## config.mk

```make
export PLATFORM = sky130hd
export DESIGN_NAME = out_mem
export DESIGN_NICKNAME = d
export VERILOG_FILES = /design/src/common/cnn_pkg.sv /design/src/hw/out_mem.sv
export SDC_FILE = /design/constraint.sdc
export NUM_CORES = 2
export LEC_CHECK = 0
export BUFFER_PORTS_ARGS = -buffer_cell sky130_fd_sc_hd__buf_2
export CORE_ASPECT_RATIO = 0.9
export CORE_MARGIN = 2
export CORE_UTILIZATION = 63
export CTS_CLUSTER_DIAMETER = 200
export CTS_CLUSTER_SIZE = 24
export DETAILED_ROUTE_END_ITERATION = 10
export PLACE_DENSITY = 0.79
export SYNTH_ARGS = -nofsm -noshare
export SYNTH_HDL_FRONTEND = slang
export SYNTH_SLANG_ARGS = --single-unit
```

## constraint.sdc

```tcl
create_clock -name clk -period 3.2 [get_ports clk]
set_input_delay 0.64 -clock clk [delete_from_list [all_inputs] [get_ports clk]]
set_output_delay 0.64 -clock clk [all_outputs]
set_load 0.01 [all_outputs]
```

## src/common/cnn_pkg.sv

```systemverilog
package cnn_pkg;

    // ------------------------------------------------------------
    // data widths
    // ------------------------------------------------------------
    // activations and weights share one 8-bit signed format
    typedef logic signed [7:0]  act_t;
    // accumulator wide enough for k*k*ic products
    typedef logic signed [31:0] psum_t;

    // image coordinate, rows and columns up to 63
    typedef logic [5:0]  pix_t;
    // engine-side read address, trimmed by each buffer
    typedef logic [19:0] eng_addr_t;

    // ------------------------------------------------------------
    // run configuration
    // ------------------------------------------------------------
    // held stable by the host from start until done
    typedef struct packed {
        logic [1:0] k;
        logic [9:0] ic;
        pix_t       img_h;
        pix_t       img_w;
        logic [7:0] oc;
        logic [2:0] stride;
        logic [3:0] shift_n;
    } cfg_t;

    // top-level run FSM
    typedef enum logic [1:0] {
        st_idle,
        st_working,
        st_done
    } run_state_t;

    // engine read request into a global buffer
    typedef struct packed {
        logic      en;
        eng_addr_t addr;
    } eng_rd_t;

endpackage

```

## src/hw/out_mem.sv

```systemverilog
`timescale 1ns/1ps

module out_mem import cnn_pkg::*; #(
    parameter int out_addr_w = 8
) (
    input  logic                  clk,
    input  logic                  we,
    input  logic [out_addr_w-1:0] waddr,
    input  act_t                  wdata,
    input  logic                  rd_en,
    input  logic [out_addr_w-1:0] raddr,
    output act_t                  rdata
);

    // engine writes, host reads
    act_t mem [2 ** out_addr_w];

    always_ff @(posedge clk) begin
        if (we) begin
            mem[waddr] <= wdata;
        end
        if (rd_en) begin
            rdata <= mem[raddr];
        end
    end

endmodule

```

======== Yosys cells after proc, flatten, opt, wreduce, memory -nomap -nowiden ========
Memories as Yosys holds them, arrays and structs flattened. A register that Yosys moved wholly into a read port is not among the register bits.
Cells that the tools add are included.
storage, ports and cells
  register bits ........................... 0
  RAM bits ................................ 2048
  input bits .............................. 27
  output and inout bits ................... 8
  logic and storage cells ................. 3
  memories ................................ 1
memories
  memory  depth  bits a word  read ports  clocked after Yosys merged registers in  wr ports  RTL line       text
  mem     256    8            1           1                                        1         out_mem.sv:16  act_t mem [2 ** out_addr_w];
operators by class
  muxes and demuxes ....................... 2
operators with widths
  cell     number
  $mux W1  2

======== Longest topological paths before layout ========
  depth in word-level cells ............... 2
  gate-level depth with buffers ........... 11
  depth with buffers taken out ............ 6

======== Worst setup path after synthesis ========
Ideal clock, no wire load.
  kind .................................... input -> register
  start ................................... input port raddr[0]
  end ..................................... register rdata[2], read port of mem (data pin)
  library setup time ...................... 269 ps
  arrival ................................. 2447 ps
  required time ........................... 2931 ps
  setup slack ............................. 484 ps
  stages .................................. 9
  buffers on the path ..................... 4
  path through ............................ buf_6 -> buf_12 -> buf_8 -> buf_2 -> mux4_2 -> a22oi_1 -> a21oi_1 -> nor4_1 -> nor4_2
RTL lines
  element      RTL line       text
  from (decl)  out_mem.sv:11  input logic [out_addr_w-1:0] raddr,
  to (decl)    out_mem.sv:12  output act_t rdata

==> results by group <==
Routing
  • Total Wirelength: 195400 um
  • DRT iter0 DRCs: 6748
  • Initial DRT Pass Iterations: 6
  • Routed wl met2: 92770 um
  • Avg WL per Cell: 33.08 um
  • Vias per cell: 6.997
  • ANT nets after route: 0
  • M1 WL: 69550 um
  • Routed via count: 41330
  • Residual DRC: 0
  • WL met3: 26100 um
  • Highest metal layer with signal wires: met5

STA
  • Period utilization: 91.44%
  • Relative slew slack: 29.51%
  • F_max: 0.3418 GHz
  • Final count of pins violating max slew: 0
  • Hold slack: 290.1 ps
  • Fin crit period: 2926 ps
  • Least-Margin Pin Slew: 1031 ps
  • Fin. Hold Viols: 0
  • Final WS setup: 273.9 ps
  • Clock skew: 31.78 ps
  • RSZ-0062 raised after global routing: no
  • Final setup fails: 0

Setup path
  • Worst EP arrival: 3430 ps
  • Maximum cell stage delay along the critical path: 490 ps
  • R2R cell count: 7
  • Worst r2r src: mem[173][0]
  • CP Class: in2reg
  • Required time of the critical path: 3700 ps
  • Element type at the critical path start: input port
  • Crit-path cells: buf_8 > buf_12 > buf_12 > buf_12 > mux4_2 > nand2b_1 > a311oi_1 > o221ai_1 > a211oi_1 > buf_4 > nor4_1
  • CP startpoint: raddr[0]
  • Critical-path top delay cell: mux4_2
  • Most used cell, CP: buf_12
  • Critical Path Fanout Max: 15
  • RR Endpoint: rdata[0]
  • Setup slack, reg-to-reg: 400 ps
  • CP endpoint: rdata[3]
  • Crit path capture type: flip-flop

Placement
  • Post-DP HPWL: 124000 um
  • Post-place setup slack: -518.7 ps
  • Gp weighted congestion: 0.9095
  • PortBufs: 34
  • Area after DPL: 85770 um^2

Logic synthesis
  • Synth unique cells: 54
  • Post-synth EDFFs: 2056
  • Post-synth ARST share: 0%
  • Synth Instances: 3733
  • Most used DFF post-synth: edfxtp_1
  • Synth Warn #: 0
  • Syn Nets: 3760
  • Syn Area/Cell: 21.33 um^2
  • Area leader, netlist: edfxtp_1
  • Area contributors post-synth: edfxtp_1 (78%), mux4_2 (13%), mux2i_1 (1.7%)
  • Yosys top cell area share: 77.53%
  • Mapped Area: 79640 um^2
  • Synth Register Bits: 2056
  • Sequential area share after synthesis: 77.53%

CTS
  • Max Root-Sink Buffers: 3
  • Clk slew on worst S/H paths: 100 ps
  • Num CTS Buffers: 95
  • Root buf cell: clkbuf_16
  • Clk_lat worst skew: 750 ps
  • CTS tree: built
  • Clk sinks: 2056
  • H-tree Lvls: 3

Cells and area
  • Final nets: 4234
  • Area growth, synth to finish: 10.84%
  • Fraction of layout cells with a size suffix above 1: 28.18%
  • Final instance area: 88270 um^2

Power
  • Final Power: 45.79 mW
  • P per Cell Area: 518.8 nW/um^2
  • Lkg Pwr: 27.91 nW
  • Worst vdd ir: 0.5302 mV

GRT
  • Global route overflow: 0
  • All-Layer GR Usage: 30.63%
  • Pin count of the biggest net entering global routing: 120
  • Number of global-route vias before repair: 40610
  • First-pass GRT wire length: 281400 um
  • Initial antenna violation count: 2

Floorplanning
  • Starting Density: 63.57%
  • Die area: 129300 um^2
  • Core area: 125300 um^2
  • Num rows: 123
  • Chip width: 378.8 um
  • Num ports: 35
  • Die Y: 341.3 um

Outcome
  • Status: finished, final reports clean

Min path
  • Worst hold path type: in2reg

Run
  • Max Cap Violations: 0
## metal layers
| layer | up-vias | GRT usage [%] |
|---|---|---|
| li1 | 16460 | - |
| met1 | 21440 | 44.19 |
| met4 | 2 | 9.780 |
| met5 | - | 0 |
| met3 | 397 | 7.444 |
| met2 | 3039 | 47.30 |
## how the worst min path moves through the flow
stage	from	endpoint	slack, ps	cells past startpoint
2_1_floorplan	wdata[0]	mem[0][0]	740	0
3_3_place_gp	rd_en	rdata[3]	1050	1
3_5_place_dp	rd_en	rdata[4]	1060	1
4_1_cts	rd_en	rdata[4]	260	1
5_1_grt	rd_en	rdata[3]	270	1
6_report	rd_en	rdata[7]	290	1
## area by class of cell
type | instances | area [um^2]
sequential | 2056 | 61740
tap | 1687 | 2111
clock inverter | 5 | 43.79
clock buffer | 97 | 2427
multi-input combinational | 1442 | 16500
inverter | 2 | 7.507
timing repair buffer | 610 | 5425
fill | 7170 | 37000
antenna | 8 | 20.02
## kinds of logic (layout without fill, tap and decap cells)
kind of cell	after synthesis	in the layout	share of synthesized area [%]
buffers and inverters	235	714	1.829
other	0	8	0
AND/OR/NAND/NOR	466	466	2.625
flip-flops	2056	2056	77.53
multiplexers	591	591	14.60
AO/OA/AOI/OAI	385	385	3.416
## synth_stat cells (21+ instances only)
master and n:
nand2_1 33, buf_1 22, nor3_1 22, nor4_1 24
a21oi_1 96, nand3_1 34, buf_2 31, nor2_1 282
edfxtp_1 2056, buf_6 21, o221ai_1 46, buf_4 27
o22ai_1 28, mux2i_1 134, mux4_2 454, clkbuf_1 111
a22oi_1 133, nor2b_1 31
## timing repair
| item | in CTS | in global routing |
|---|---|---|
| endpoints found under the setup margin | 0 | 2 |
| resized for setup | 0 | 2 |
| hold buffers | 0 | 0 |
| setup buffers | 0 | 0 |
## metrics by stage
step                      setup TNS, ps  instances  util [%]
after global routing                  0       5899     70.45
after floorplan                       0       3733         -
after CTS                             0       5899     70.44
after detailed placement          -2794       5797     68.47
after global placement            -2423       5797     68.47
final                                 0       5907     70.46
## sequential cells by signal, summed over array words and instances, names as in the netlist
register and cells:
mem 2048, rdata 8
## critical path, delay by kind of cell
| family | cells | cell delay [ps] |
|---|---|---|
| mux | 1 | 490 |
| compound gates | 3 | 1080 |
| simple gates | 2 | 210 |
| buf+inv | 5 | 940 |
## layout by cell type (no fill, tap or decap), types with 33 or more instances in the layout
master / netlist / layout
a21oi_1: 96 / 96
a22oi_1: 133 / 133
buf_12: 8 / 67
buf_4: 27 / 510
clkbuf_16: 0 / 97
edfxtp_1: 2056 / 2056
mux2i_1: 134 / 134
mux4_2: 454 / 454
nand2_1: 33 / 33
nand3_1: 34 / 34
nor2_1: 282 / 279
o221ai_1: 46 / 46
## power breakdown
group | internal, mW | switching [mW]
combinational | 1.15 | 1.83
clock | 5.44 | 7.70
sequential | 29.7 | 0.0283
No activity file was read; power rests on OpenSTA's default activity.
