## config.mk

```make
export PLATFORM = sky130hd
export DESIGN_NAME = mac_quant
export DESIGN_NICKNAME = d
export VERILOG_FILES = /design/src/common/cnn_pkg.sv /design/src/conv/mac_quant.sv
export SDC_FILE = /design/constraint.sdc
export NUM_CORES = 1
export LEC_CHECK = 0
export ABC_CLOCK_PERIOD_IN_PS = 6900
export BUFFER_PORTS_ARGS = -buffer_cell sky130_fd_sc_hd__buf_2
export CORE_MARGIN = 5
export CORE_UTILIZATION = 60
export CTS_CLUSTER_SIZE = 24
export DETAILED_ROUTE_END_ITERATION = 10
export GPL_TIMING_DRIVEN = 0
export PLACE_DENSITY = 0.85
export SKIP_CTS_REPAIR_TIMING = 1
export SYNTH_ARGS = -nofsm -noshare
export SYNTH_HDL_FRONTEND = slang
export SYNTH_SLANG_ARGS = --single-unit
```

## constraint.sdc

```tcl
create_clock -name clk -period 6.9 [get_ports clk]
set_input_delay 0.345 -clock clk [delete_from_list [all_inputs] [get_ports clk]]
set_output_delay 0.345 -clock clk [all_outputs]
set_load 0.01 [all_outputs]
```

## src/common/cnn_pkg.sv

```systemverilog
package cnn_pkg;

    // ------------------------------------------------------------
    // data widths
    // ------------------------------------------------------------
    // activations and weights share one 8-bit signed format
    typedef logic signed [7:0]  act_t;
    // accumulator wide enough for k*k*ic products
    typedef logic signed [31:0] psum_t;

    // image coordinate, rows and columns up to 63
    typedef logic [5:0]  pix_t;
    // engine-side read address, trimmed by each buffer
    typedef logic [19:0] eng_addr_t;

    // ------------------------------------------------------------
    // run configuration
    // ------------------------------------------------------------
    // held stable by the host from start until done
    typedef struct packed {
        logic [1:0] k;
        logic [9:0] ic;
        pix_t       img_h;
        pix_t       img_w;
        logic [7:0] oc;
        logic [2:0] stride;
        logic [3:0] shift_n;
    } cfg_t;

    // top-level run FSM
    typedef enum logic [1:0] {
        st_idle,
        st_working,
        st_done
    } run_state_t;

    // engine read request into a global buffer
    typedef struct packed {
        logic      en;
        eng_addr_t addr;
    } eng_rd_t;

endpackage

```

## src/conv/mac_quant.sv

```systemverilog
`timescale 1ns/1ps

module mac_quant import cnn_pkg::*; #(
    parameter int out_addr_w = 8
) (
    input  logic                  clk,
    input  logic                  resetn,
    input  logic                  item_valid,
    input  logic                  acc_first,
    input  logic                  acc_last,
    input  logic [out_addr_w-1:0] out_addr,
    input  act_t                  act,
    input  act_t                  wgt,
    input  logic [3:0]            shift_n,
    output logic                  out_we,
    output logic [out_addr_w-1:0] out_waddr,
    output act_t                  out_wdata
);

    psum_t acc;
    psum_t prod;
    psum_t sum;
    psum_t shifted;
    act_t  sat_val;

    // ------------------------------------------------------------
    // datapath
    // ------------------------------------------------------------
    // signed 8x8, extended to 32 by context
    assign prod = act * wgt;
    // first tap restarts the sum
    assign sum     = acc_first ? prod : acc + prod;
    assign shifted = sum >>> shift_n;

    // clamp to the int8 range
    always_comb begin
        if (shifted > 32'sd127) begin
            sat_val = 8'sd127;
        end else if (shifted < -32'sd128) begin
            sat_val = -8'sd128;
        end else begin
            sat_val = shifted[7:0];
        end
    end

    always_ff @(posedge clk) begin
        if (item_valid) begin
            acc <= sum;
        end
        // result written one cycle after the last tap
        if (item_valid && acc_last) begin
            out_waddr <= out_addr;
            out_wdata <= sat_val;
        end
    end

    always_ff @(posedge clk or negedge resetn) begin
        if (!resetn) begin
            out_we <= 1'b0;
        end else begin
            out_we <= item_valid && acc_last;
        end
    end

endmodule

```

Yosys cells after proc, flatten, opt, wreduce, memory -nomap -nowiden
Index checks and enable logic that the tools add are counted. W data, S select, Z words.

Latch bits: 0. Memory bits (read-only): 0. Memories kept: 0. Bits in writable memories: 0. Bits in registers: 49. Input port bits: 33.

$lt $le $gt $ge: 2. Shift operators: 1. Reduce and logical (&&, ||, !) cells: 1. Bitwise operators: 0. Mux-type cells: 2. Add/subtract/negate cells: 1. Multiply operators: 1. Div/mod/pow operators: 0. Equality and inequality tests: 0.

Operator list (count): $add A32 B16 Y32 (1); $gt A32 B8 Y1 const B (1); $lt A32 B8 Y1 const B (1); $mux W32 (1); $sshr A32 B4 Y32 (1); $mul A8 B8 Y16 (1); $mux W8 (1); $logic_and A1 B1 Y1 (1).

Logic depth before layout (Yosys ltp)
Word-level depth: 6. Mapped depth: 33.

Worst setup path after synthesis
OpenSTA, ideal clock, no wires.

Kind: input port to flip-flop. Start: input wgt[3]. End: register out_wdata[0], data pin. Data arrival time: 7781 ps. Path buffers: 1. Slack: -1153 ps. Stages on the path: 29. Cells stage by stage: and2_1 > fa_1 > inv_1 > fa_1 > fa_1 > fa_1 > inv_1 > ha_1 > a21o_1 > nor3_1 > a21boi_0 > nor3_1 > or2_2 > inv_1 > ha_1 > buf_2 > a21oi_2 > o21ai_2 > o41ai_1 > xnor2_1 > a21oi_1 > or3_4 > xnor2_4 > o32a_2 > mux2i_1 > or4b_1 > nor4_2 > a41o_2 > o21ai_1.

Cells in the longest elaborated chain, start to end: 6. Elaborated cells between the ends (all ways): 7. Classes of those cells: add/sub: 1; mul: 1; order compare: 2; shift: 1; mux: 2.

Ends and longest elaborated chain: from (decl) (line mac_quant.sv:13) `input act_t wgt,`; $mul A8 B8 Y16 (*) (line mac_quant.sv:30) `assign prod = act * wgt;`; $add A32 B16 Y32 (line mac_quant.sv:32) `assign sum = acc_first ? prod : acc + prod;`; $mux W32 (*) (line mac_quant.sv:32); $sshr A32 B4 Y32 (*) (line mac_quant.sv:33) `assign shifted = sum >>> shift_n;`; $lt A32 B8 Y1 (line mac_quant.sv:39) `end else if (shifted < -32'sd128) begin`; $mux W8 (line mac_quant.sv:39); to (signal assigned) (line mac_quant.sv:53) `out_wdata <= sat_val;`; to (decl) (line mac_quant.sv:17) `output act_t out_wdata`.

Mark *: on every way between the ends. The rest lies on a longest branch, timed or not. A chain may end at the register's enable or synchronous reset.

Final worst setup path
Start: input wgt[7]. End: register out_wdata[5], data pin.

Same word-level chain as after synthesis.

==> out/qor.yml <==
crit_top_cell: "fa_1"
area_growth_pct: 20.6
die_w_um: 133
hp-class: "in -> reg"
initial_core_util_pct: 61.6
fin_worst_hold_slack_ns: 0.207
violations: "setup timing"
max_cap_violations: 0
clkTransAtPathRegs_ns: 0.07
final_cells: 1382
cts_tree: "done"
slew_headroom_pct: 38.0
grtUsageTotal_pct: 31.1
rows: 44
core-area_um2: 14600
dieArea_um2: 17600
io_pins: 50
period_minus_slack_ns: 8.01
drive_gt1_share_pct: 25.0
synth_edf_count: 48
drc: 0
cpLargestDelayFamily: "adder cells"
worst_slack_ns: -1.11
cts_buffers: 5
gp_congestion: 0.982
synthMuxAreaShare_pct: 4.15
num_antenna_cells: 0
synthesis.instances: 1100
cp-end-kind: "flip-flop"
clk_path_buf_depth: 2
cp_data_required_time_ns: 6.97
grt_setup_unrepaired: "yes"
finalSetupViolCount: 7
synth_xor_xnor_area_share_pct: 3.88
critPathKind: "in -> reg"
synthArstFlopShare_pct: 2.04
finalCritPeriodShare_pct: 116
synth_simple_gate_area_share_pct: 20.6
ant_nets: 0
viasPerCell: 6.71
timing.fmax_mhz: 125
hold_violations: 0
seq_area_um2: 1470
syn-cell-area_um2: 9020
status: "finished, violations left"
synth_top_family_by_area: "compound AO/OA/AOI/OAI gates"
slew_violations: 0
placed_cells: 1331
dr.first_iter.drc_count: 1429
worstPathArrival_ns: 8.08
clockRootBuffer: "clkbuf_16"
synthFlopType: "edfxtp_1"
grt_overflow: 0
wl_per_cell_um: 22.0
worstSetupStartpointType: "primary input"
vias: 9274
ys_ff_latch: 49
yosysUniqueCellTypes: 101
drt_wl_total_um: 30400
clk_latency_ns: 0.31
ys_seq_area_share_pct: 16.3
synthAdderAreaFrac_pct: 21.0
grt_pass1_wl_um: 44700
multi_input_area_um2: 7650
antenna_found_initial: 0
cp_slowest_cell: "fa_1"
fin_skew_ns: 0.0102
max_slew.worst_pin.slew_ns: 0.920
nNetsFinal: 1348
grt_pass1_vias: 8393
cts_sinks: 49
yosysWarnings: 0
synth_fp_nets: 1251
synth_area_per_cell_um2: 8.20
htree_levels: 2
path_buf_inv: 7
cp_max_fo: 9
drt_first_pass_iters: 6
io_buffers: 47
fp.dieH_um: 133
synth_compound_area_share_pct: 26.7
detailed_place_hpwl_um: 22000
n_fill_cell: 1063
grt_max_degree: 34
max_stage_delay_ns: 0.56
[layout by cell type (no fill, tap or decap), drive strengths merged, types with 12 or more instances in the layout]
cell type / n
mux2i: 16
clkbuf: 37
nand3: 13
buf: 109
nor4: 12
nand2: 111
nand4: 12
a21oi: 77
nor3: 35
and2: 56
inv: 110
o21ai: 68
or3: 14
o21a: 14
nor2: 79
ha: 62
xnor2: 26
o211ai: 20
edfxtp: 48
a211oi: 21
fa: 56
[cell usage after synthesis, types with 6 or more instances]
library cell    n  area (um^2)
buf_2           9         45.0
clkbuf_1       30          113
o221ai_1        8         70.1
nand2_1       110          413
o22ai_1        10         62.6
o21ai_1        15         75.1
ha_1           62          776
mux2_2         11          124
mux2i_1        16          160
or3_1          12         75.1
inv_1         109          409
xor2_1         10         87.6
nor3_1         33          165
a21oi_1        66          330
nor2b_1         9         56.3
xnor2_1        25          219
o211ai_1       19          143
nand4_1        12         75.1
fa_1           56         1120
nor4_1         10         62.6
and2_1         55          344
nand3_1        13         65.1
o21a_1         13         97.6
nor2_1         78          293
a31oi_1        10         62.6
buf_1           6         22.5
a21oi_2         9         78.8
a211oi_1       19          143
a21o_1         10         75.1
and3_1          8         50.1
o21ai_0        50          250
edfxtp_1       48         1440
[worst reg2reg max path, delay by kind of cell, from the launching register on]
kind                       cells  cell delay [ns]
AOI/OAI and AO/OA              9             2.51
and+or+nand+nor                3             0.72
buffers and inverters          1             0.07
xor gates and xnor gates       1             0.29
adders and majority gates      2             0.61
DFF                            1             0.33
[routing by layer]
metal  wire length [um]  global-route usage, %  vias to the layer above
met2              14300                   49.1                      632
li1                   -                      -                     4205
met5                  0                      0                        -
met4               1050                   10.3                        0
met3               2940                   3.87                      108
met1              12200                   44.6                     4329
[cell families (layout without fill, tap and decap cells)]
group / Yosys count / count (layout)
mux: 31 / 31
flops: 49 / 49
buf+inv: 163 / 261
simple gates: 370 / 370
fa+ha+maj: 118 / 118
xor+xnor: 37 / 37
compound gates: 332 / 332
[per-stage QoR]
| stage | utilization, % | cell area [um^2] | setup slack, ns | setup TNS [ns] |
|---|---|---|---|---|
| 6_report | 74.3 | 10900 | -1.11 | -7.76 |
| 5_1_grt | 74.3 | 10900 | -1.38 | -9.64 |
| 4_1_cts | 67.3 | 9860 | -1.85 | -14.07 |
| 3_5_place_dp | 66.3 | 9710 | -2.13 | -19.66 |
| 3_3_place_gp | 66.3 | 9710 | -2.09 | -18.43 |
| 2_1_floorplan | - | 9240 | -0.730 | -5.10 |
[registers in the layout (all words and copies together) (netlist names)]
signal and count:
out_we 1, out_waddr 8, acc 32, out_wdata 8
[layout make-up]
cell class	instances	area share [%]
Sequential cell	49	13.5
Buffer	49	2.33
Inverter	110	3.83
Timing Repair Buffer	93	6.54
Clock buffer	5	1.15
Timing Repair inverter	1	0.0690
Multi-Input combinational cell	888	70.3
Clock inverter	3	0.241
Tap cell	184	2.11
[path summary, 6_finish.rpt]
| path | startpoint | to | slack [ns] | cells after the start |
|---|---|---|---|---|
| hold / removal | out_addr[3] | out_waddr[3] | 0.21 | 1 |
| setup reg to reg | acc[0] | out_wdata[5] | 2.12 | 16 |
| setup / recovery | wgt[7] | out_wdata[5] | -1.11 | 32 |
| hold reg to reg | acc[0] | acc[0] | 0.78 | 2 |
| min in group asynchronous | resetn | out_we | 0.34 | 2 |
| max in group asynchronous | resetn | out_we | 6.47 | 2 |
Power is not shown: default switching activity piles up to over one toggle a cycle in this logic, so the estimate is an artifact.
