==> config.mk <==
export PLATFORM = sky130hd
export DESIGN_NAME = glb_bank_ctrl
export DESIGN_NICKNAME = d
export VERILOG_FILES = /design/src/common/cnn_pkg.sv /design/src/glb/glb_bank_ctrl.sv
export SDC_FILE = /design/constraint.sdc
export NUM_CORES = 1
export LEC_CHECK = 0
export ABC_AREA = 0
export BUFFER_PORTS_ARGS = -buffer_cell sky130_fd_sc_hd__buf_2
export CORE_AREA = 2 2 39 41
export CTS_CLUSTER_DIAMETER = 50
export DETAILED_ROUTE_END_ITERATION = 8
export DIE_AREA = 0 0 41 43
export PLACE_DENSITY = 0.37
export SLEW_MARGIN = 20
export SYNTH_ARGS = -nofsm -noshare
export SYNTH_HDL_FRONTEND = slang
export SYNTH_SLANG_ARGS = --single-unit
==> constraint.sdc <==
create_clock -name clk -period 1.3 [get_ports clk]
set_clock_uncertainty 0.2 [all_clocks]
set_input_delay 0.065 -clock clk [delete_from_list [all_inputs] [get_ports clk]]
set_output_delay 0.065 -clock clk [all_outputs]
set_load 0.005 [all_outputs]
==> src/common/cnn_pkg.sv <==
package cnn_pkg;

    // ------------------------------------------------------------
    // data widths
    // ------------------------------------------------------------
    // activations and weights share one 8-bit signed format
    typedef logic signed [7:0]  act_t;
    // accumulator wide enough for k*k*ic products
    typedef logic signed [31:0] psum_t;

    // image coordinate, rows and columns up to 63
    typedef logic [5:0]  pix_t;
    // engine-side read address, trimmed by each buffer
    typedef logic [19:0] eng_addr_t;

    // ------------------------------------------------------------
    // run configuration
    // ------------------------------------------------------------
    // held stable by the host from start until done
    typedef struct packed {
        logic [1:0] k;
        logic [9:0] ic;
        pix_t       img_h;
        pix_t       img_w;
        logic [7:0] oc;
        logic [2:0] stride;
        logic [3:0] shift_n;
    } cfg_t;

    // top-level run FSM
    typedef enum logic [1:0] {
        st_idle,
        st_working,
        st_done
    } run_state_t;

    // engine read request into a global buffer
    typedef struct packed {
        logic      en;
        eng_addr_t addr;
    } eng_rd_t;

endpackage

==> src/glb/glb_bank_ctrl.sv <==
`timescale 1ns/1ps

module glb_bank_ctrl import cnn_pkg::*; (
    input  logic clk,
    input  logic resetn,
    input  logic start,
    input  logic eng_done,
    output logic run_go,
    output logic done,
    output logic busy,
    output logic eng_bank,
    output logic host_bank
);

    run_state_t state;
    run_state_t state_n;

    // ------------------------------------------------------------
    // run FSM
    // ------------------------------------------------------------
    always_comb begin
        state_n = state;
        case (state)
            // start only counts while idle
            st_idle:    if (start) state_n = st_working;
            st_working: if (eng_done) state_n = st_done;
            // single cycle
            st_done:    state_n = st_idle;
            default:    state_n = st_idle;
        endcase
    end

    always_ff @(posedge clk or negedge resetn) begin
        if (!resetn) begin
            state    <= st_idle;
            run_go   <= 1'b0;
            eng_bank <= 1'b0;
        end else begin
            state  <= state_n;
            // pulse in the first working cycle
            run_go <= (state == st_idle) && start;
            // swap banks once the run has finished
            if (state == st_done) begin
                eng_bank <= ~eng_bank;
            end
        end
    end

    assign done = (state == st_done);
    assign busy = (state == st_working);

    // host gets the spare bank only while the engine is running
    assign host_bank = busy ? ~eng_bank : eng_bank;

endmodule

[Word level (Yosys, flattened, before mapping)]
Index checks and enable logic that the tools add are counted.
Storage, ports and cells
  register bits after elaboration: 4
  output and inout port bits: 5
Operators by class
  muxes and demuxes: 4
  equal/unequal tests: 4
  bitwise gates (word level): 1
  reduce and logical (&&, ||, !) cells: 3
Operators with widths (count)
  $mux 2: 2
  $ne 2x2->1 const B: 2
  $pmux 2 s2: 1
  $eq 2x1->1 const B: 1
  $eq 2x2->1 const B: 1
  $logic_not 2->1: 1
  $reduce_and 2->1: 1
  $logic_and 1x1->1: 1
  $mux 1: 1
  $not 1->1: 1

[Longest topological paths before layout]
Gate-level depths: netlist of the first run.
  word-level depth: 3
  depth in mapped cells: 2

[Worst setup path after synthesis of the first run]
No wires, ideal clock.
  kind: flip-flop to flip-flop
  start: register state[1]
  end: register eng_bank
  library setup time: 0.125 ns
  arrival time: 0.754 ns
  data required time: 0.975 ns
  setup slack: 0.221 ns
  buffers on the path: 0
  cell stages (with the launch flop): 3
  cell sequence: dfrtp_1 and2b_2 xor2_1
On the way
  word-level cells in the longest chain between the ends: 1
Ends and longest elaborated chain
  start, declared: line glb_bank_ctrl.sv:15  | run_state_t state;
  start signal, assigned: line glb_bank_ctrl.sv:35  | state <= st_idle;
  start signal, assigned: line glb_bank_ctrl.sv:39  | state <= state_n;
  $eq 2x2->1
  named net done: line glb_bank_ctrl.sv:9  | output logic done,
  end signal, assigned: line glb_bank_ctrl.sv:44  | eng_bank <= ~eng_bank;
  end, declared: line glb_bank_ctrl.sv:11  | output logic eng_bank,
The timed path passes the listed nets, and every way through them passes these cells.
A chain may end at the register's enable or synchronous reset.

[Worst setup path in the final report of the first run]
  start: register state[0]
  end: output done
On the way
  word-level cells in the longest chain between the ends: 1
Ends and longest elaborated chain
  $eq 2x2->1: line glb_bank_ctrl.sv:49  | assign done = (state == st_done);
  end, declared: line glb_bank_ctrl.sv:9
Every way passes these cells.

==> flow_metrics.env, run 1 <==
export IMPL_seq_area_frac_synth_pct=60.6
export IMPL_hold_class="register to register"
export IMPL_slew_viol_final=0
export IMPL_cap_viol_max_count=0
export IMPL_vias=167
export IMPL_whs_ns=0.295
export IMPL_wl_per_cell_um=8.02
export IMPL_cts_max_path_buffers=2
export IMPL_grt_start_max_net_pins=5
export IMPL_total_power_uw=660
export IMPL_syn_nets=16
export IMPL_layout_commonest_cell="buf_2"
export IMPL_worstHoldEndpoint="run_go$_DFF_PN0_"
export IMPL_power_leakage_nw=0.170
export IMPL_tritoncts="built"
export IMPL_combPwrFrac_pct=45.0
export IMPL_root_buffer="clkbuf_4"
export IMPL_gr_total_overflow=0
export IMPL_cts_htree_levels=1
export IMPL_finalCritPeriodShare_pct=103
export IMPL_path_class="register to primary output"
export IMPL_switching_share_pct=28.5
export IMPL_fill_cells=149
export IMPL_crit_fanout=3
export IMPL_maxSlewHeadroom_pct=87.9
export IMPL_rows=14
export IMPL_yosys_warnings=0
export IMPL_critPathLaunchType="register"
export IMPL_io_buffers=8
export IMPL_r2r_start="state[0]$_DFFE_PN0P_"
export IMPL_vias_per_cell=3.48
export IMPL_cp_required_ns=1.03
export IMPL_avgSynthCellArea_um2=13.8
export IMPL_routed_wl_um=385
export IMPL_antenna_found_initial=0
export IMPL_synth_area_um2=165
export IMPL_critPathArrivalTime_ns=1.07
export IMPL_ys_types=8
export IMPL_grt_pass1_vias=163
export IMPL_worst_slew_pin_slew_ns=0.182
export IMPL_dp_cells=36
export IMPL_die_x_um=41
export IMPL_drtIter0Drc=1
export IMPL_worst_ir_drop_vdd_mv=0.658
export IMPL_clk_pin_slew_ns=0.04
export IMPL_status="finished, violations left"
export IMPL_setup_viol=2
export IMPL_route_detailed_drc=0
export IMPL_max_freq_mhz=749
export IMPL_numCtsBuffers=3
export IMPL_layout_min_cycle_time_ns=1.34
export IMPL_design_die_area_um2=1760
export IMPL_hold_depth=1
export IMPL_power_frac_clock_pct=22.6
export IMPL_stdcell_count=48
export IMPL_violations="setup timing"
export IMPL_io_pins=9
export IMPL_layout_common_cells="buf_2 (8), dlygate4sd3_1 (4), buf_4 (4)"
export IMPL_rr_endpoint="eng_bank$_DFFE_PN0P_"
export IMPL_syn_to_final_growth_pct=100
export IMPL_p_sw_uw=188
export IMPL_initial_core_util_pct=11.9
export IMPL_pre_cts_ws_ns=0.194
export IMPL_power_density_nw_per_um2=2000
export IMPL_syn_inst=12
export IMPL_cp_end_kind="primary output"
export IMPL_track_usage_pct=6.55
export IMPL_die_h_um=43
export IMPL_finalWeightedCongestion=0.499
export IMPL_synth_seq_cells=4
export IMPL_rr_worst_depth=3
export IMPL_rsz0062_at_grt="true"
export IMPL_fin_nets=38
export IMPL_power_internal_uw=472
export IMPL_grt_first_pass_wirelength_um=669
export IMPL_r2r_slack_ns=0.14
export IMPL_worstHoldStart="state[1]$_DFFE_PN0P_"
export IMPL_clk_latency_ns=0.23
export IMPL_firstDrtPassIters=2
export IMPL_pwr_share_seq_pct=32.4
export IMPL_antenna_left=0
export IMPL_clock_sinks=4
export IMPL_drive_gt1_share_pct=59.4
export IMPL_fin_ws_ns=-0.0353
export IMPL_num_antenna_cells=0
export IMPL_hold_viol_final=0
export IMPL_core_um2=1380
==> sequential cells by signal, summed over array words and instances (netlist names) <==
signal and count:
run_go 1, eng_bank 1, state 2
==> synthesized netlist by cell type, drive strengths merged <==
| master | n | area share [%] |
|---|---|---|
| nor2b | 1 | 8.3 |
| and2 | 1 | 3.8 |
| and2b | 1 | 5.3 |
| xor2 | 2 | 11 |
| nor3b | 1 | 4.5 |
| nor2 | 1 | 2.3 |
| a211oi | 1 | 4.5 |
| dfrtp | 4 | 61 |
==> how the worst max path moves through the flow <==
stage | startpoint | to | slack, ns | cells past startpoint
after detailed placement | state[1]$_DFFE_PN0P_ | eng_bank$_DFFE_PN0P_ | 0.19 | 2
final | state[0]$_DFFE_PN0P_ | done | -0.04 | 3
after CTS | state[1]$_DFFE_PN0P_ | host_bank | -0.03 | 3
after global routing | state[1]$_DFFE_PN0P_ | host_bank | -0.13 | 3
after floorplan | state[1]$_DFFE_PN0P_ | eng_bank$_DFFE_PN0P_ | 0.22 | 2
after global placement | state[1]$_DFFE_PN0P_ | eng_bank$_DFFE_PN0P_ | 0.22 | 2
==> critical path, stage by stage, from the launching register on <==
cell and delay (ns):
dfrtp_1 0.39, buf_6 0.13, and2b_2 0.21, buf_2 0.11
==> power groups by stage <==
stage,combinational (mW),sequential (mW),clock [mW]
finish,0.297,0.214,0.149
global route,0.348,0.222,0.169
CTS,0.268,0.211,0.158
detailed placement,0.187,0.217,0
global placement,0.185,0.214,0
floorplan,0.0998,0.214,0
==> metal layers <==
metal | vias up | part of all wire [%] | GRT usage [%]
li1 | 80 | - | -
met1 | 76 | 50 | 6.82
met2 | 9 | 38 | 7.19
met3 | 2 | 10 | 6.28
met4 | 0 | 2.1 | 6.00
met5 | - | 0 | 0
==> through the flow <==
| stage | cell area (um2) | util, % | TNS, ns |
|---|---|---|---|
| after floorplan | 165 | - | 0 |
| after detailed placement | 225 | 16.3 | 0 |
| after global routing | 330 | 23.9 | -0.216 |
| after global placement | 225 | 16.3 | 0 |
| final | 330 | 23.9 | -0.0497 |
| after CTS | 318 | 23.0 | -0.0313 |
==> final cells by class <==
class                   count  area [um2]  area share (%)
multi-input cells           8        65.1            19.7
flip-flops and latches      4         101            30.7
clock buffers               3        22.5            6.82
well taps                  16        20.0            6.06
repair buffers             17         121            36.7
==> repair_timing <==
item	4_1_cts	5_1_grt
hold endpoints to repair	7	0
setup endpoints to repair	1	2
buffers inserted	4	1
pin swaps	0	1
gates resized for setup	0	2
hold buffers	4	0
==> cells by family (layout without fill, tap and decap cells) <==
logic type | after synthesis | in the layout | synth area share (%)
AO/OA/AOI/OAI | 1 | 1 | 4.55
XOR/XNOR | 2 | 2 | 10.6
buffers and inverters | 0 | 20 | 0
flip-flops | 4 | 4 | 60.6
AND/OR/NAND/NOR | 5 | 5 | 24.2
No activity file was read; power rests on OpenSTA's default activity.
==> inputs of run 2 (changes only) <==
--- a/config.mk
+++ b/config.mk
@@ -8,10 +8,11 @@
 export ABC_AREA = 0
 export BUFFER_PORTS_ARGS = -buffer_cell sky130_fd_sc_hd__buf_2
 export CORE_AREA = 2 2 39 41
-export CTS_CLUSTER_DIAMETER = 50
+export CTS_CLUSTER_DIAMETER = 120
 export DETAILED_ROUTE_END_ITERATION = 8
 export DIE_AREA = 0 0 41 43
 export PLACE_DENSITY = 0.37
+export SKIP_CTS_REPAIR_TIMING = 1
 export SLEW_MARGIN = 20
 export SYNTH_ARGS = -nofsm -noshare
 export SYNTH_HDL_FRONTEND = slang
==> constraint.sdc (replaced) <==
create_clock -name clk -period 1.3 [get_ports clk]
set_clock_uncertainty 0.2 [all_clocks]
set_input_delay 0.13 -clock clk [delete_from_list [all_inputs] [get_ports clk]]
set_output_delay 0.13 -clock clk [all_outputs]
set_load 0.005 [all_outputs]
==> run 2 against run 1 <==
- critical path type unchanged
- flip-flop and latch count is the same
- highest routed layer is now met3
- sequential share of layout area is 3.5 points higher
- setup slack worse by 0.057 ns
- critical path depth unchanged
- power fell by 9.5%
- largest cell class is now sequential cells
- utilization is 2.7 points lower
- first-iteration DRC count increased to 7.0 times the previous value
- the run still ends with setup timing left
- wire length up 0.26%
- fmax is 4.1% lower
==> flow_metrics.env, run 2 (synthesis gave the netlist of run 1 again) <==
export IMPL_power_leakage_nw=0.152
export IMPL_num_antenna_cells=0
export IMPL_critPathArrivalTime_ns=1.06
export IMPL_tns_ns=-0.129
export IMPL_routed_wl_um=386
export IMPL_vias_per_cell=3.25
export IMPL_max_stage_delay_ns=0.42
export IMPL_route_detailed_drc=0
export IMPL_drtIter0Drc=7
export IMPL_clock_sinks=4
export IMPL_clk_pin_slew_ns=0.04
export IMPL_grt_first_pass_wirelength_um=545
export IMPL_cp_required_ns=0.97
export IMPL_layout_common_cells="buf_2 (8), dfrtp_1 (4), clkbuf_4 (3), dlygate4sd3_1 (3)"
export IMPL_cts_max_path_buffers=2
export IMPL_initial_core_util_pct=11.9
export IMPL_layout_commonest_cell="buf_2"
export IMPL_cap_viol_max_count=0
export IMPL_antenna_found_initial=0
export IMPL_rsz0062_at_grt="true"
export IMPL_slew_viol_final=0
export IMPL_layout_min_cycle_time_ns=1.39
export IMPL_firstDrtPassIters=4
export IMPL_grt_pass1_vias=124
export IMPL_r2r_slack_ns=0.20
export IMPL_hold_viol_final=0
export IMPL_syn_to_final_growth_pct=77.3
export IMPL_worst_slew_pin_slew_ns=0.196
export IMPL_track_usage_pct=5.73
export IMPL_vias=143
export IMPL_maxSlewHeadroom_pct=86.9
export IMPL_gr_total_overflow=0
export IMPL_status="finished, violations left"
export IMPL_reg_top3="state: 2 flops, eng_bank: 1 flops, run_go: 1 flops"
export IMPL_dp_cells=36
export IMPL_die_h_um=43
export IMPL_design_die_area_um2=1760
export IMPL_clk_latency_ns=0.24
export IMPL_finalCritPeriodShare_pct=107
export IMPL_crit_fanout=4
export IMPL_numCtsBuffers=3
export IMPL_r2r_start="state[1]$_DFFE_PN0P_"
export IMPL_stdcell_count=44
export IMPL_worst_ir_drop_vdd_mv=0.596
export IMPL_hold_class="input pin to asynchronous set/reset pin"
export IMPL_whs_ns=0.0237
export IMPL_power_density_nw_per_um2=2040
export IMPL_io_pins=9
export IMPL_path_class="register to primary output"
export IMPL_rows=14
export IMPL_cts_htree_levels=1
export IMPL_crit_slowest_cell="dfrtp_1"
export IMPL_grt_start_max_net_pins=6
export IMPL_rr_endpoint="eng_bank$_DFFE_PN0P_"
export IMPL_wl_per_cell_um=8.77
export IMPL_setup_viol=2
export IMPL_tritoncts="built"
export IMPL_largest_reg_flops=2
export IMPL_path_cells="nor2b_4, xor2_1, buf_2"
export IMPL_violations="setup timing"
export IMPL_max_freq_mhz=718
export IMPL_root_buffer="clkbuf_4"
export IMPL_rr_worst_depth=2
export IMPL_largest_register="state"
export IMPL_fin_nets=34
export IMPL_core_um2=1380
export IMPL_antenna_left=0
export IMPL_cp_end_kind="primary output"
export IMPL_finalWeightedCongestion=0.540
export IMPL_critPathLaunchType="register"
export IMPL_io_buffers=8
export IMPL_fin_ws_ns=-0.0923
export IMPL_die_x_um=41
export IMPL_drive_gt1_share_pct=53.6
run 2: layer usage:
metal	track usage [%]	wire, um	vias up
met2	5.31	140	12
met1	6.15	163	59
met3	9.42	83	0
li1	-	-	72
met5	0	0	-
met4	2.00	0	0
run 2: worst max-delay path by stage:
stage | from | to | slack, ns | cells after the start
5_1_grt | state[1]$_DFFE_PN0P_ | host_bank | -0.17 | 3
4_1_cts | state[0]$_DFFE_PN0P_ | host_bank | -0.14 | 3
6_report | state[1]$_DFFE_PN0P_ | host_bank | -0.09 | 3
3_5_place_dp | state[0]$_DFFE_PN0P_ | host_bank | 0.13 | 3
3_3_place_gp | state[0]$_DFFE_PN0P_ | host_bank | 0.17 | 3
2_1_floorplan | state[1]$_DFFE_PN0P_ | eng_bank$_DFFE_PN0P_ | 0.22 | 2
run 2: power by group:
group	switching [mW]	total [mW]	internal [mW]
clock network	0.0528	0.156	0.103
logic	0.0900	0.231	0.141
registers	0.0393	0.210	0.171
total	0.182	0.597	0.415
run 2: critical path: cells and delay by family (launching register included):
kind	cells	cell delay [ns]
xor+xnor	1	0.13
buf+inv	1	0.12
flops	1	0.42
simple gates	1	0.15
run 2: final cells by class:
class	instances	area [um2]
fill	150	1090
sequential	4	100
timing repair buffer	13	85.1
multi-input combinational	8	65.1
clock buffer	3	22.5
tap	16	20.0
run 2: per-stage QoR:
stage	util, %	instance area, um2	power, mW	worst slack, ns
floorplan	-	165	0.314	0.221
global placement	16.3	225	0.397	0.165
detailed placement	16.3	225	0.407	0.129
CTS	17.9	248	0.574	-0.137
global route	21.2	293	0.656	-0.165
finish	21.2	293	0.597	-0.0923
