===== src/common/cnn_pkg.sv =====
package cnn_pkg;

    // ------------------------------------------------------------
    // data widths
    // ------------------------------------------------------------
    // activations and weights share one 8-bit signed format
    typedef logic signed [7:0]  act_t;
    // accumulator wide enough for k*k*ic products
    typedef logic signed [31:0] psum_t;

    // image coordinate, rows and columns up to 63
    typedef logic [5:0]  pix_t;
    // engine-side read address, trimmed by each buffer
    typedef logic [19:0] eng_addr_t;

    // ------------------------------------------------------------
    // run configuration
    // ------------------------------------------------------------
    // held stable by the host from start until done
    typedef struct packed {
        logic [1:0] k;
        logic [9:0] ic;
        pix_t       img_h;
        pix_t       img_w;
        logic [7:0] oc;
        logic [2:0] stride;
        logic [3:0] shift_n;
    } cfg_t;

    // top-level run FSM
    typedef enum logic [1:0] {
        st_idle,
        st_working,
        st_done
    } run_state_t;

    // engine read request into a global buffer
    typedef struct packed {
        logic      en;
        eng_addr_t addr;
    } eng_rd_t;

endpackage


===== src/conv/conv_addr_gen.sv =====
`timescale 1ns/1ps

module conv_addr_gen import cnn_pkg::*; #(
    parameter int out_addr_w = 8
) (
    input  logic                  clk,
    input  logic                  resetn,
    input  logic                  run_go,
    input  cfg_t                  cfg,
    output eng_rd_t               in_rd,
    output eng_rd_t               w_rd,
    output logic                  item_valid,
    output logic                  acc_first,
    output logic                  acc_last,
    output logic [out_addr_w-1:0] out_addr,
    output logic                  eng_done
);

    // ------------------------------------------------------------
    // loop state
    // ------------------------------------------------------------
    logic                  active;
    pix_t                  oy;
    pix_t                  ox;
    logic [7:0]            o;
    logic [1:0]            ky;
    logic [1:0]            kx;
    logic [9:0]            c;
    // window origin of the current output row and pixel
    eng_addr_t             line_base;
    eng_addr_t             pos_base;
    // start of current kernel row
    eng_addr_t             ky_base;
    eng_addr_t             act_addr;
    eng_addr_t             w_addr;
    logic [out_addr_w-1:0] out_cnt;
    logic                  fin_q;

    // strides in the HWC layout
    eng_addr_t row_len;
    eng_addr_t step_x;
    eng_addr_t step_y;
    logic [7:0] x_next_end;
    logic [7:0] y_next_end;
    logic c_last, kx_last, ky_last, o_last, ox_last, oy_last;
    logic first_tap;
    logic last_tap;

    assign row_len = eng_addr_t'(cfg.img_w) * eng_addr_t'(cfg.ic);
    assign step_x  = eng_addr_t'(cfg.stride) * eng_addr_t'(cfg.ic);
    assign step_y  = eng_addr_t'(cfg.stride) * row_len;

    // next window would run past the image edge
    assign x_next_end = 8'(ox) + 8'(cfg.stride) + 8'(cfg.k);
    assign y_next_end = 8'(oy) + 8'(cfg.stride) + 8'(cfg.k);

    assign c_last  = (c == cfg.ic - 10'd1);
    assign kx_last = (kx == cfg.k - 2'd1);
    assign ky_last = (ky == cfg.k - 2'd1);
    assign o_last  = (o == cfg.oc - 8'd1);
    assign ox_last = (x_next_end > 8'(cfg.img_w));
    assign oy_last = (y_next_end > 8'(cfg.img_h));

    assign first_tap = (c == 10'd0) && (kx == 2'd0) && (ky == 2'd0);
    assign last_tap  = c_last && kx_last && ky_last;

    // ------------------------------------------------------------
    // counters, order oy ox o ky kx c
    // ------------------------------------------------------------
    always_ff @(posedge clk or negedge resetn) begin
        if (!resetn) begin
            active    <= 1'b0;
            oy        <= '0;
            ox        <= '0;
            o         <= '0;
            ky        <= '0;
            kx        <= '0;
            c         <= '0;
            line_base <= '0;
            pos_base  <= '0;
            ky_base   <= '0;
            act_addr  <= '0;
            w_addr    <= '0;
            out_cnt   <= '0;
        end else if (run_go) begin
            active    <= 1'b1;
            oy        <= '0;
            ox        <= '0;
            o         <= '0;
            ky        <= '0;
            kx        <= '0;
            c         <= '0;
            line_base <= '0;
            pos_base  <= '0;
            ky_base   <= '0;
            act_addr  <= '0;
            w_addr    <= '0;
            out_cnt   <= '0;
        end else if (active) begin
            // weights for one pixel are contiguous
            w_addr <= w_addr + 1'b1;
            if (last_tap) begin
                out_cnt <= out_cnt + 1'b1;
            end
            if (!c_last) begin
                c        <= c + 1'b1;
                act_addr <= act_addr + 1'b1;
            end else if (!kx_last) begin
                // channels and columns sit back to back
                c        <= '0;
                kx       <= kx + 1'b1;
                act_addr <= act_addr + 1'b1;
            end else if (!ky_last) begin
                c        <= '0;
                kx       <= '0;
                ky       <= ky + 1'b1;
                ky_base  <= ky_base + row_len;
                act_addr <= ky_base + row_len;
            end else if (!o_last) begin
                // same window again for the next filter
                c        <= '0;
                kx       <= '0;
                ky       <= '0;
                o        <= o + 1'b1;
                ky_base  <= pos_base;
                act_addr <= pos_base;
            end else begin
                c      <= '0;
                kx     <= '0;
                ky     <= '0;
                o      <= '0;
                w_addr <= '0;
                if (!ox_last) begin
                    ox       <= ox + pix_t'(cfg.stride);
                    pos_base <= pos_base + step_x;
                    ky_base  <= pos_base + step_x;
                    act_addr <= pos_base + step_x;
                end else if (!oy_last) begin
                    ox        <= '0;
                    oy        <= oy + pix_t'(cfg.stride);
                    line_base <= line_base + step_y;
                    pos_base  <= line_base + step_y;
                    ky_base   <= line_base + step_y;
                    act_addr  <= line_base + step_y;
                end else begin
                    // last tap of the last output
                    active <= 1'b0;
                end
            end
        end
    end

    assign in_rd.en   = active;
    assign in_rd.addr = act_addr;
    assign w_rd.en    = active;
    assign w_rd.addr  = w_addr;

    // ------------------------------------------------------------
    // align with the buffer read latency
    // ------------------------------------------------------------
    always_ff @(posedge clk or negedge resetn) begin
        if (!resetn) begin
            item_valid <= 1'b0;
            acc_first  <= 1'b0;
            acc_last   <= 1'b0;
            fin_q      <= 1'b0;
            eng_done   <= 1'b0;
        end else begin
            item_valid <= active;
            acc_first  <= active && first_tap;
            acc_last   <= active && last_tap;
            fin_q      <= active && last_tap && o_last && ox_last && oy_last;
            // lines up with the final out_mem write
            eng_done   <= fin_q;
        end
    end

    always_ff @(posedge clk) begin
        out_addr <= out_cnt;
    end

endmodule


===== config.mk =====
export PLATFORM = sky130hd
export DESIGN_NAME = conv_addr_gen
export DESIGN_NICKNAME = d
export VERILOG_FILES = /design/src/common/cnn_pkg.sv /design/src/conv/conv_addr_gen.sv
export SDC_FILE = /design/constraint.sdc
export NUM_CORES = 1
export LEC_CHECK = 0
export ABC_AREA = 1
export BUFFER_PORTS_ARGS = -buffer_cell sky130_fd_sc_hd__buf_2
export CORE_UTILIZATION = 55
export DETAILED_ROUTE_END_ITERATION = 6
export PLACE_DENSITY = 0.78
export SLEW_MARGIN = 10
export SYNTH_ARGS = -nofsm -noshare
export SYNTH_HDL_FRONTEND = slang
export SYNTH_SLANG_ARGS = --single-unit

===== constraint.sdc =====
create_clock -name clk -period 9.5 [get_ports clk]
set_clock_uncertainty 0.1 [all_clocks]
set_input_delay 1.9 -clock clk [delete_from_list [all_inputs] [get_ports clk]]
set_output_delay 1.9 -clock clk [all_outputs]
set_load 0.05 [all_outputs]

* Yosys cells after proc, flatten, opt, wreduce, memory -nomap -nowiden *
Cells that the tools add are included.

storage, ports and cells
  register bits = 156
  output and inout port bits = 54
  word-level logic and storage cells = 154

operators by class
  $lt $le $gt $ge = 2
  $mul = 3
  equality and inequality tests = 8
  reductions and logical operators = 27
  muxes and demuxes = 76
  add/sub/neg operators = 19

operator list
  kind                                                 count
  2-to-1 mux 20 bit                                    31
  2-to-1 mux 6 bit                                     16
  2-to-1 mux 8 bit                                     9
  adder 20 x 1 -> 20 bit (second input constant)       2
  2-to-1 mux 10 bit                                    3
  adder 20 x 13 -> 20 bit                              1
  adder 20 x 16 -> 20 bit                              1
  adder 20 x 19 -> 20 bit                              1
  multiplier 3 x 16 -> 19 bit                          1
  2-to-1 mux 2 bit                                     9
  adder 7 x 2 -> 8 bit                                 2
  adder 8 x 1 -> 8 bit (second input constant)         2
  > comparator 8 x 6 -> 1 bit                          2
  multiplier 6 x 10 -> 16 bit                          1
  adder 6 x 3 -> 7 bit                                 2
  nonzero test 2 bit                                   7
  multiplier 3 x 10 -> 13 bit                          1
  adder 6 x 3 -> 6 bit                                 2
  adder 10 x 1 -> 10 bit (second input constant)       1
  equality test 10 bit                                 1
  logical NOT 10 bit                                   1
  subtractor 10 x 1 -> 10 bit (second input constant)  1
  logical AND 1 bit                                    9
  equality test 8 bit                                  1
  15 further kinds                                     28

* Longest topological paths before layout *
Gate-level depths: netlist of the first run.

  word-level depth = 11
  depth in mapped cells = 38
  depth with buffers taken out = 37

* Least setup slack after synthesis of the first run *
Ideal clock, no wire load.

  path kind = input to register
  start point = in cfg[27] (netlist bit)
  end point = reg act_addr[16]
  arrival = 7627 ps
  library setup time = 118 ps
  setup slack = 1655 ps
  stages on the path = 34
  cell sequence = clkbuf_1 -> nand2_1 -> fa_1 -> fa_1 -> fa_1 -> inv_1 -> ha_1 -> nand3_1 -> nand2_1 -> nand4_1 -> nand2_1 -> nand2_1 -> o21ai_0 -> nand3_1 -> nand2_1 -> xor2_1 -> nor2_1 -> fa_1 -> inv_1 -> fa_1 -> inv_1 -> ha_1 -> a21oi_1 -> o21ai_0 -> a21oi_1 -> nand3b_1 -> nand2_1 -> nand2_1 -> nand3_1 -> nand2_1 -> nand2_1 -> nand2_1 -> nand2_1 -> nand2_1

between the ends
  word-level cells in the longest chain between the ends = 11
  elaborated cells between the ends (all ways) = 18
  those cells by class = add/sub: 4; mul: 3; eq/ne: 2; mux: 8; reduce/logical: 1

ends and longest elaborated chain
  item                         RTL line              text
  start, declared              conv_addr_gen.sv:9    input cfg_t cfg,
  multiplier 6 x 10 -> 16 bit  conv_addr_gen.sv:49   assign row_len = eng_addr_t'(cfg.img_w) * eng_addr_t'(cfg.ic);
  multiplier 3 x 16 -> 19 bit  conv_addr_gen.sv:51   assign step_y = eng_addr_t'(cfg.stride) * row_len;
  adder 20 x 19 -> 20 bit      conv_addr_gen.sv:144  act_addr <= line_base + step_y;
  2-to-1 mux 20 bit            conv_addr_gen.sv:138  end else if (!oy_last) begin
  2-to-1 mux 20 bit            conv_addr_gen.sv:133  if (!ox_last) begin
  2-to-1 mux 20 bit            conv_addr_gen.sv:119  end else if (!o_last) begin
  2-to-1 mux 20 bit            conv_addr_gen.sv:113  end else if (!ky_last) begin
  2-to-1 mux 20 bit            conv_addr_gen.sv:108  end else if (!kx_last) begin
  2-to-1 mux 20 bit            conv_addr_gen.sv:105  if (!c_last) begin
  2-to-1 mux 20 bit            conv_addr_gen.sv:99   end else if (active) begin
  2-to-1 mux 20 bit            conv_addr_gen.sv:85   end else if (run_go) begin
  end signal, assigned         conv_addr_gen.sv:107  act_addr <= act_addr + 1'b1;
  end signal, assigned         conv_addr_gen.sv:112  act_addr <= act_addr + 1'b1;
  end signal, assigned         conv_addr_gen.sv:118  act_addr <= ky_base + row_len;
  end, declared                conv_addr_gen.sv:34   eng_addr_t act_addr;

Several ways; a longest one is shown, not always the timed one. The select of a mux whose other input is x is not followed.
A chain may end at the register's enable or synchronous reset.

* Worst setup path in the final report of the first run *
  start point = in cfg[30] (netlist bit)
  end point = reg act_addr[15]

Same word-level chain as after synthesis.

==> results.yml, run 1 <==
setup_path:
  worstRegToRegCells: 17
  cp_data_arrival_time_ps: 8780
  path_max_fanout: 13
  cp.buffers_inverters: 6
  critical_path_depth: 34
  worstSetupStartpoint: "cfg[30]"
  crit_type: "in2reg"
  crit_slowest_cell: "fa_1"
  r2r_end: "act_addr[10]"
  cpMostUsedCell: "nand2_1"
  crit_required_ps: 9720
  reg2reg_slack_ps: 4640
  crit_end: "act_addr[15]"
  start_kind: "primary input"
  r2r_start: "ox[1]"
  cp_top_family: "adder cells"
  slowest_delay_ps: 550
  cp-end-kind: "flop"
yosys:
  synth-edff-count: 0
  synth_top_cell_by_area: "dfrtp_1"
  synthTopCellsByCount: "nand2_1 (750), inv_1 (434), nand3_1 (174)"
  synth.most_common_cell: "nand2_1"
  syn_nets: 2708
  syn_inst: 2462
  netlist_area_mm2: 0.01674
  synth.distinct_cells: 47
  async_flop_share_pct: 94.87
  synth_area_leaders: "dfrtp_1 (22%), nand2_1 (17%), fa_1 (11%)"
  ys_warn_count: 0
  synth_top_area_share_pct: 22.12
  yosysSeqAreaShare_pct: 23.08
  synth_ff_type: "dfrtp_1"
  ys_seq_elements: 156
  synth.avg_cell_area_um2: 6.801
global_route:
  overflow: 0
  antenna_found_initial: 0
  grt_pass1_wl_um: 76060
  grt_max_degree: 105
  grt_pass1_vias: 15480
  track_usage_pct: 30.89
placed_design:
  gp_congestion: 1.008
  hpwl_um: 35620
  port-buffer-count: 91
timing:
  finalHoldViolCount: 0
  holdWs_ps: 273.3
  drv_slew: 0
  worstMarginPinSlew_ps: 1209
  period_minus_slack_ps: 8563
  max_freq_mhz: 116.8
  setup_tns_ps: 0
  rsz0062_at_grt: "no"
  max_slew_margin_pct: 19.09
  finalCritPeriodShare_pct: 90.14
  setup_viol: 0
route:
  first_pass_iters: 5
  drtAntennaViolNets: 0
  drt_iter0_markers: 1136
  drc: 0
  drt_wl_total_um: 46690
  avgViaCountPerCell: 5.464
  vias: 15910
  wl_per_cell_um: 16.03
clock_tree:
  numCtsBuffers: 17
  path_clk_slew_ps: 70
  cts.htree.levels: 4
  cts_hold_buffers: 0
  cts-root-buf: "clkbuf_16"
  cts_tree: "built"
  post_cts_resized: 0
  insertion_delay_ps: 440
  clock-sinks: 156
  cts_max_path_buffers: 2
  post_cts_buffers: 0
power_and_ir_drop:
  ir_drop_mv: 0.2296
  leakage_nw: 9.865
  p_per_area_mw_per_mm2: 288.0
floorplan:
  die_area_mm2: 0.03115
  io_pins: 96
  core_area_mm2: 0.02980
  initial_core_util_pct: 56.19
  rows: 63
  die_w_um: 176.5
  die_h_um: 176.5
cells_and_area:
  syn_to_final_growth_pct: 7.144
  layout.nets: 2756
  drive_gt1_share_pct: 8.089
  antenna-diode-count: 0
  final.fill_count: 2809
job:
  max_cap_violations: 0
hold_path:
  hold_path.class: "reg2reg"
status:
  status: "finished, final reports clean"
[layout by cell type, fill, tap and decap left out, types with 4 or more instances in the layout]
| master | n |
|---|---|
| a21o_1 | 4 |
| buf_4 | 9 |
| inv_6 | 4 |
| or2_2 | 19 |
| nand3_1 | 174 |
| o22ai_1 | 22 |
| a21oi_1 | 109 |
| nor4_1 | 4 |
| xor2_1 | 64 |
| nand4_1 | 23 |
| o21ai_1 | 22 |
| fa_1 | 92 |
| clkbuf_16 | 17 |
| ha_1 | 112 |
| nand3b_1 | 17 |
| dfxtp_1 | 8 |
| o21bai_1 | 5 |
| buf_2 | 90 |
| nor2_1 | 172 |
| nor2_4 | 4 |
| inv_1 | 433 |
| nand2_1 | 750 |
| o21ai_2 | 36 |
| a21boi_0 | 6 |
| dfrtp_1 | 148 |
| xnor2_1 | 25 |
| o21ai_0 | 78 |
| nor3_1 | 31 |
[area by class of cell]
| cell class | instances | area, um^2 | share of cell area [%] |
|---|---|---|---|
| clock inverters | 11 | 135.1 | 0.7532 |
| clock buffers | 20 | 446.7 | 2.490 |
| repair buffers | 100 | 529.3 | 2.950 |
| well taps | 390 | 488.0 | 2.720 |
| flip-flops and latches | 156 | 3864 | 21.54 |
| inverters | 440 | 1653 | 9.213 |
| multi-input cells | 1795 | 10820 | 60.34 |
[registers in the layout (all words and copies together) (netlist names), 2 cells and up]
name,count
pos_base,20
ky_base,20
kx,2
line_base,20
out_addr,8
c,10
act_addr,20
ox,6
ky,2
out_cnt,8
oy,6
o,8
w_addr,20
[per-stage QoR]
step	total power, mW	util, %	instance area [um^2]	instances	worst slack (ps)
floorplan	3.507	-	16740	2462	1655
global placement	4.309	58.26	17360	2881	726.0
finish	5.167	60.21	17940	2912	936.7
CTS	5.123	60.21	17940	2912	956.9
global route	5.669	60.21	17940	2912	555.7
detailed placement	4.399	58.26	17360	2881	518.4
[report_power, final]
group	internal (mW)	switching, mW
Clock	0.397	0.299
Sequential	0.765	0.109
Combinational	1.22	2.38
[cells by family (layout without fill, tap and decap cells)]
family / after synthesis / after routing / share of synthesized area, %
XOR/XNOR: 89 / 89 / 4.656
AND/OR/NAND/NOR: 1214 / 1214 / 30.72
buffers and inverters: 511 / 571 / 12.28
AO/OA/AOI/OAI: 288 / 288 / 9.901
adder cells (fa/ha/maj): 204 / 204 / 19.37
flip-flops: 156 / 156 / 23.08
[worst min-delay path by stage]
stage | cells after the start | slack [ps] | from | endpoint
floorplan | 0 | 230 | fin_q | eng_done
global placement | 0 | 250 | fin_q | eng_done
finish | 0 | 270 | fin_q | eng_done
detailed placement | 0 | 240 | fin_q | eng_done
global route | 0 | 280 | fin_q | eng_done
CTS | 0 | 270 | fin_q | eng_done
[routing by layer]
metal	part of all wire, %	track usage (%)	up-vias
li1	-	-	7762
met2	47	51.60	535
met5	0	0	-
met4	3.7	13.11	0
met3	6.9	5.319	90
met1	42	39.31	7524
No activity file was read; power rests on OpenSTA's default activity.
==> run 2: changes to the inputs <==
--- a/config.mk
+++ b/config.mk
@@ -7,7 +7,9 @@
 export LEC_CHECK = 0
 export ABC_AREA = 1
 export BUFFER_PORTS_ARGS = -buffer_cell sky130_fd_sc_hd__buf_2
+export CORE_ASPECT_RATIO = 0.75
 export CORE_UTILIZATION = 55
+export CTS_CLUSTER_SIZE = 16
 export DETAILED_ROUTE_END_ITERATION = 6
 export PLACE_DENSITY = 0.78
 export SLEW_MARGIN = 10
==> run 2 against run 1 <==
Against the previous run: the run now ends with DRC left; worst hold slack got worse by 21 ps; final cell count increased by 0.14%; power down 0.56%; non-clock buffer count unchanged; combinational power is essentially flat; sequential share of layout area barely moved; register-to-register slack gained 210 ps; first-iteration DRC count grew 41%; global-route usage is 0.74 points lower; core utilization grew 0.58 points; count of clock-buffer cells in the layout down 1; largest power group unchanged; highest routed layer unchanged.
==> results.yml, run 2 (same netlist as run 1, synthesis figures left out) <==
route:
  vias: 15990
  drc: 2
  drtAntennaViolNets: 0
  drt_iter0_markers: 1605
  drt_wl_total_um: 45370
  avgViaCountPerCell: 5.483
  first_pass_iters: 7
  wl_per_cell_um: 15.56
placed_design:
  port-buffer-count: 91
  hpwl_um: 34850
  gp_congestion: 0.9966
clock_tree:
  cts_hold_buffers: 0
  post_cts_buffers: 0
  cts_max_path_buffers: 2
  post_cts_resized: 0
  clock-sinks: 156
  path_clk_slew_ps: 70
  insertion_delay_ps: 450
  cts_tree: "built"
  cts.htree.levels: 4
  numCtsBuffers: 17
  cts-root-buf: "clkbuf_16"
timing:
  rsz0062_at_grt: "no"
  max_slew_margin_pct: 27.68
  max_freq_mhz: 117.6
  setup_viol: 0
  period_minus_slack_ps: 8506
  finalCritPeriodShare_pct: 89.54
  finalHoldViolCount: 0
  drv_slew: 0
  setup_tns_ps: 0
  worstMarginPinSlew_ps: 1085
power_and_ir_drop:
  pwr-share-seq_pct: 16.9
  power_mw: 5.138
  swShare_pct: 54.35
  pwr-share-clk_pct: 13.6
  p_per_area_mw_per_mm2: 286.3
  combPwrFrac_pct: 69.5
  p_switching_mw: 2.793
  internal-power_mw: 2.346
  ir_drop_mv: 0.3320
  leakage_nw: 9.876
setup_path:
  cp_data_arrival_time_ps: 8740
  r2r_start: "ox[1]"
  cp-end-kind: "flop"
  crit_slowest_cell: "fa_1"
  worstSetupStartpoint: "cfg[30]"
  start_kind: "primary input"
  crit_type: "in2reg"
  path_max_fanout: 13
  cpMostUsedCell: "nand2_1"
  slowest_delay_ps: 550
  crit_required_ps: 9730
hold_path:
  min_from: "fin_q"
  hold_path.class: "reg2reg"
floorplan:
  io_pins: 96
  die_w_um: 203.5
  die_area_mm2: 0.03115
  core_area_mm2: 0.02953
  die_h_um: 153.1
  initial_core_util_pct: 56.71
  rows: 54
cells_and_area:
  layout.nets: 2756
  drive_gt1_share_pct: 8.244
  final_common_cell: "nand2_1"
  mostFrequentLayoutCells: "nand2_1 (750), inv_1 (433), nand3_1 (174)"
  syn_to_final_growth_pct: 7.196
global_route:
  grt_pass1_wl_um: 75200
  track_usage_pct: 30.15
  grt_pass1_vias: 15260
  grt_max_degree: 111
  antenna_found_initial: 1
  overflow: 0
job:
  max_cap_violations: 0
status:
  violations: "DRC"
  status: "finished, violations left"
## run 2: changes by cell type in the layout (fill, tap and decap cells not counted), sizes merged
cell / previous run / this run
bufinv: 2 / 0
clkinvlp: 3 / 2
inv: 440 / 444
clkinv: 6 / 7
diode: 0 / 1
clkbuf: 20 / 19
## run 2: worst max-delay path, delay by kind of cell
kind | cells | cell delay (ps)
XOR/XNOR | 1 | 550
adder cells (fa/ha/maj) | 7 | 3300
AO/OA/AOI/OAI | 5 | 990
buffers and inverters | 6 | 480
AND/OR/NAND/NOR | 14 | 1510
## run 2: path summary, 6_finish.rpt
kind                            slack, ps  depth (start not counted)            to
min in group asynchronous            1460                          1     w_addr[8]
max in group asynchronous            6580                          2  pos_base[16]
worst max-delay path                  990                         33   ky_base[18]
worst max register to register       4850                         18   ky_base[19]
worst min-delay path                  250                          0      eng_done
worst min register to register        250                          0      eng_done
## run 2: power by group through the flow
stage | clock, mW | sequential [mW] | combinational, mW
final | 0.699 | 0.870 | 3.57
after detailed placement | 0 | 0.881 | 3.51
after global placement | 0 | 0.876 | 3.41
after floorplan | 0 | 0.886 | 2.62
after global routing | 0.728 | 0.885 | 4.02
after CTS | 0.704 | 0.868 | 3.53
## run 2: metrics by stage
stage	hold slack (ps)	cells	util (%)	area [um^2]	worst slack, ps
2_1_floorplan	231.2	2462	-	16740	1655
3_3_place_gp	243.4	2883	58.80	17360	762.4
3_5_place_dp	247.8	2883	58.80	17360	627.4
4_1_cts	255.3	2915	60.78	17950	1060
5_1_grt	269.6	2915	60.78	17950	461.1
6_report	252.4	2916	60.79	17950	993.7
## run 2: cell type report
class,instances,area [um^2]
diodes,1,2.502
clock buffers,19,464.2
clock inverters,13,121.4
fillers,2695,11580
inverters,440,1653
multi-input cells,1795,10820
flip-flops and latches,156,3864
well taps,392,490.5
repair buffers,100,529.3
## run 2: metal layers
metal	vias to the layer above	track usage, %	part of all wire, %
li1	7749	-	-
met1	7571	41.63	44
met2	581	46.73	44
met3	88	6.780	8.9
met4	0	9.846	2.8
met5	-	0	0
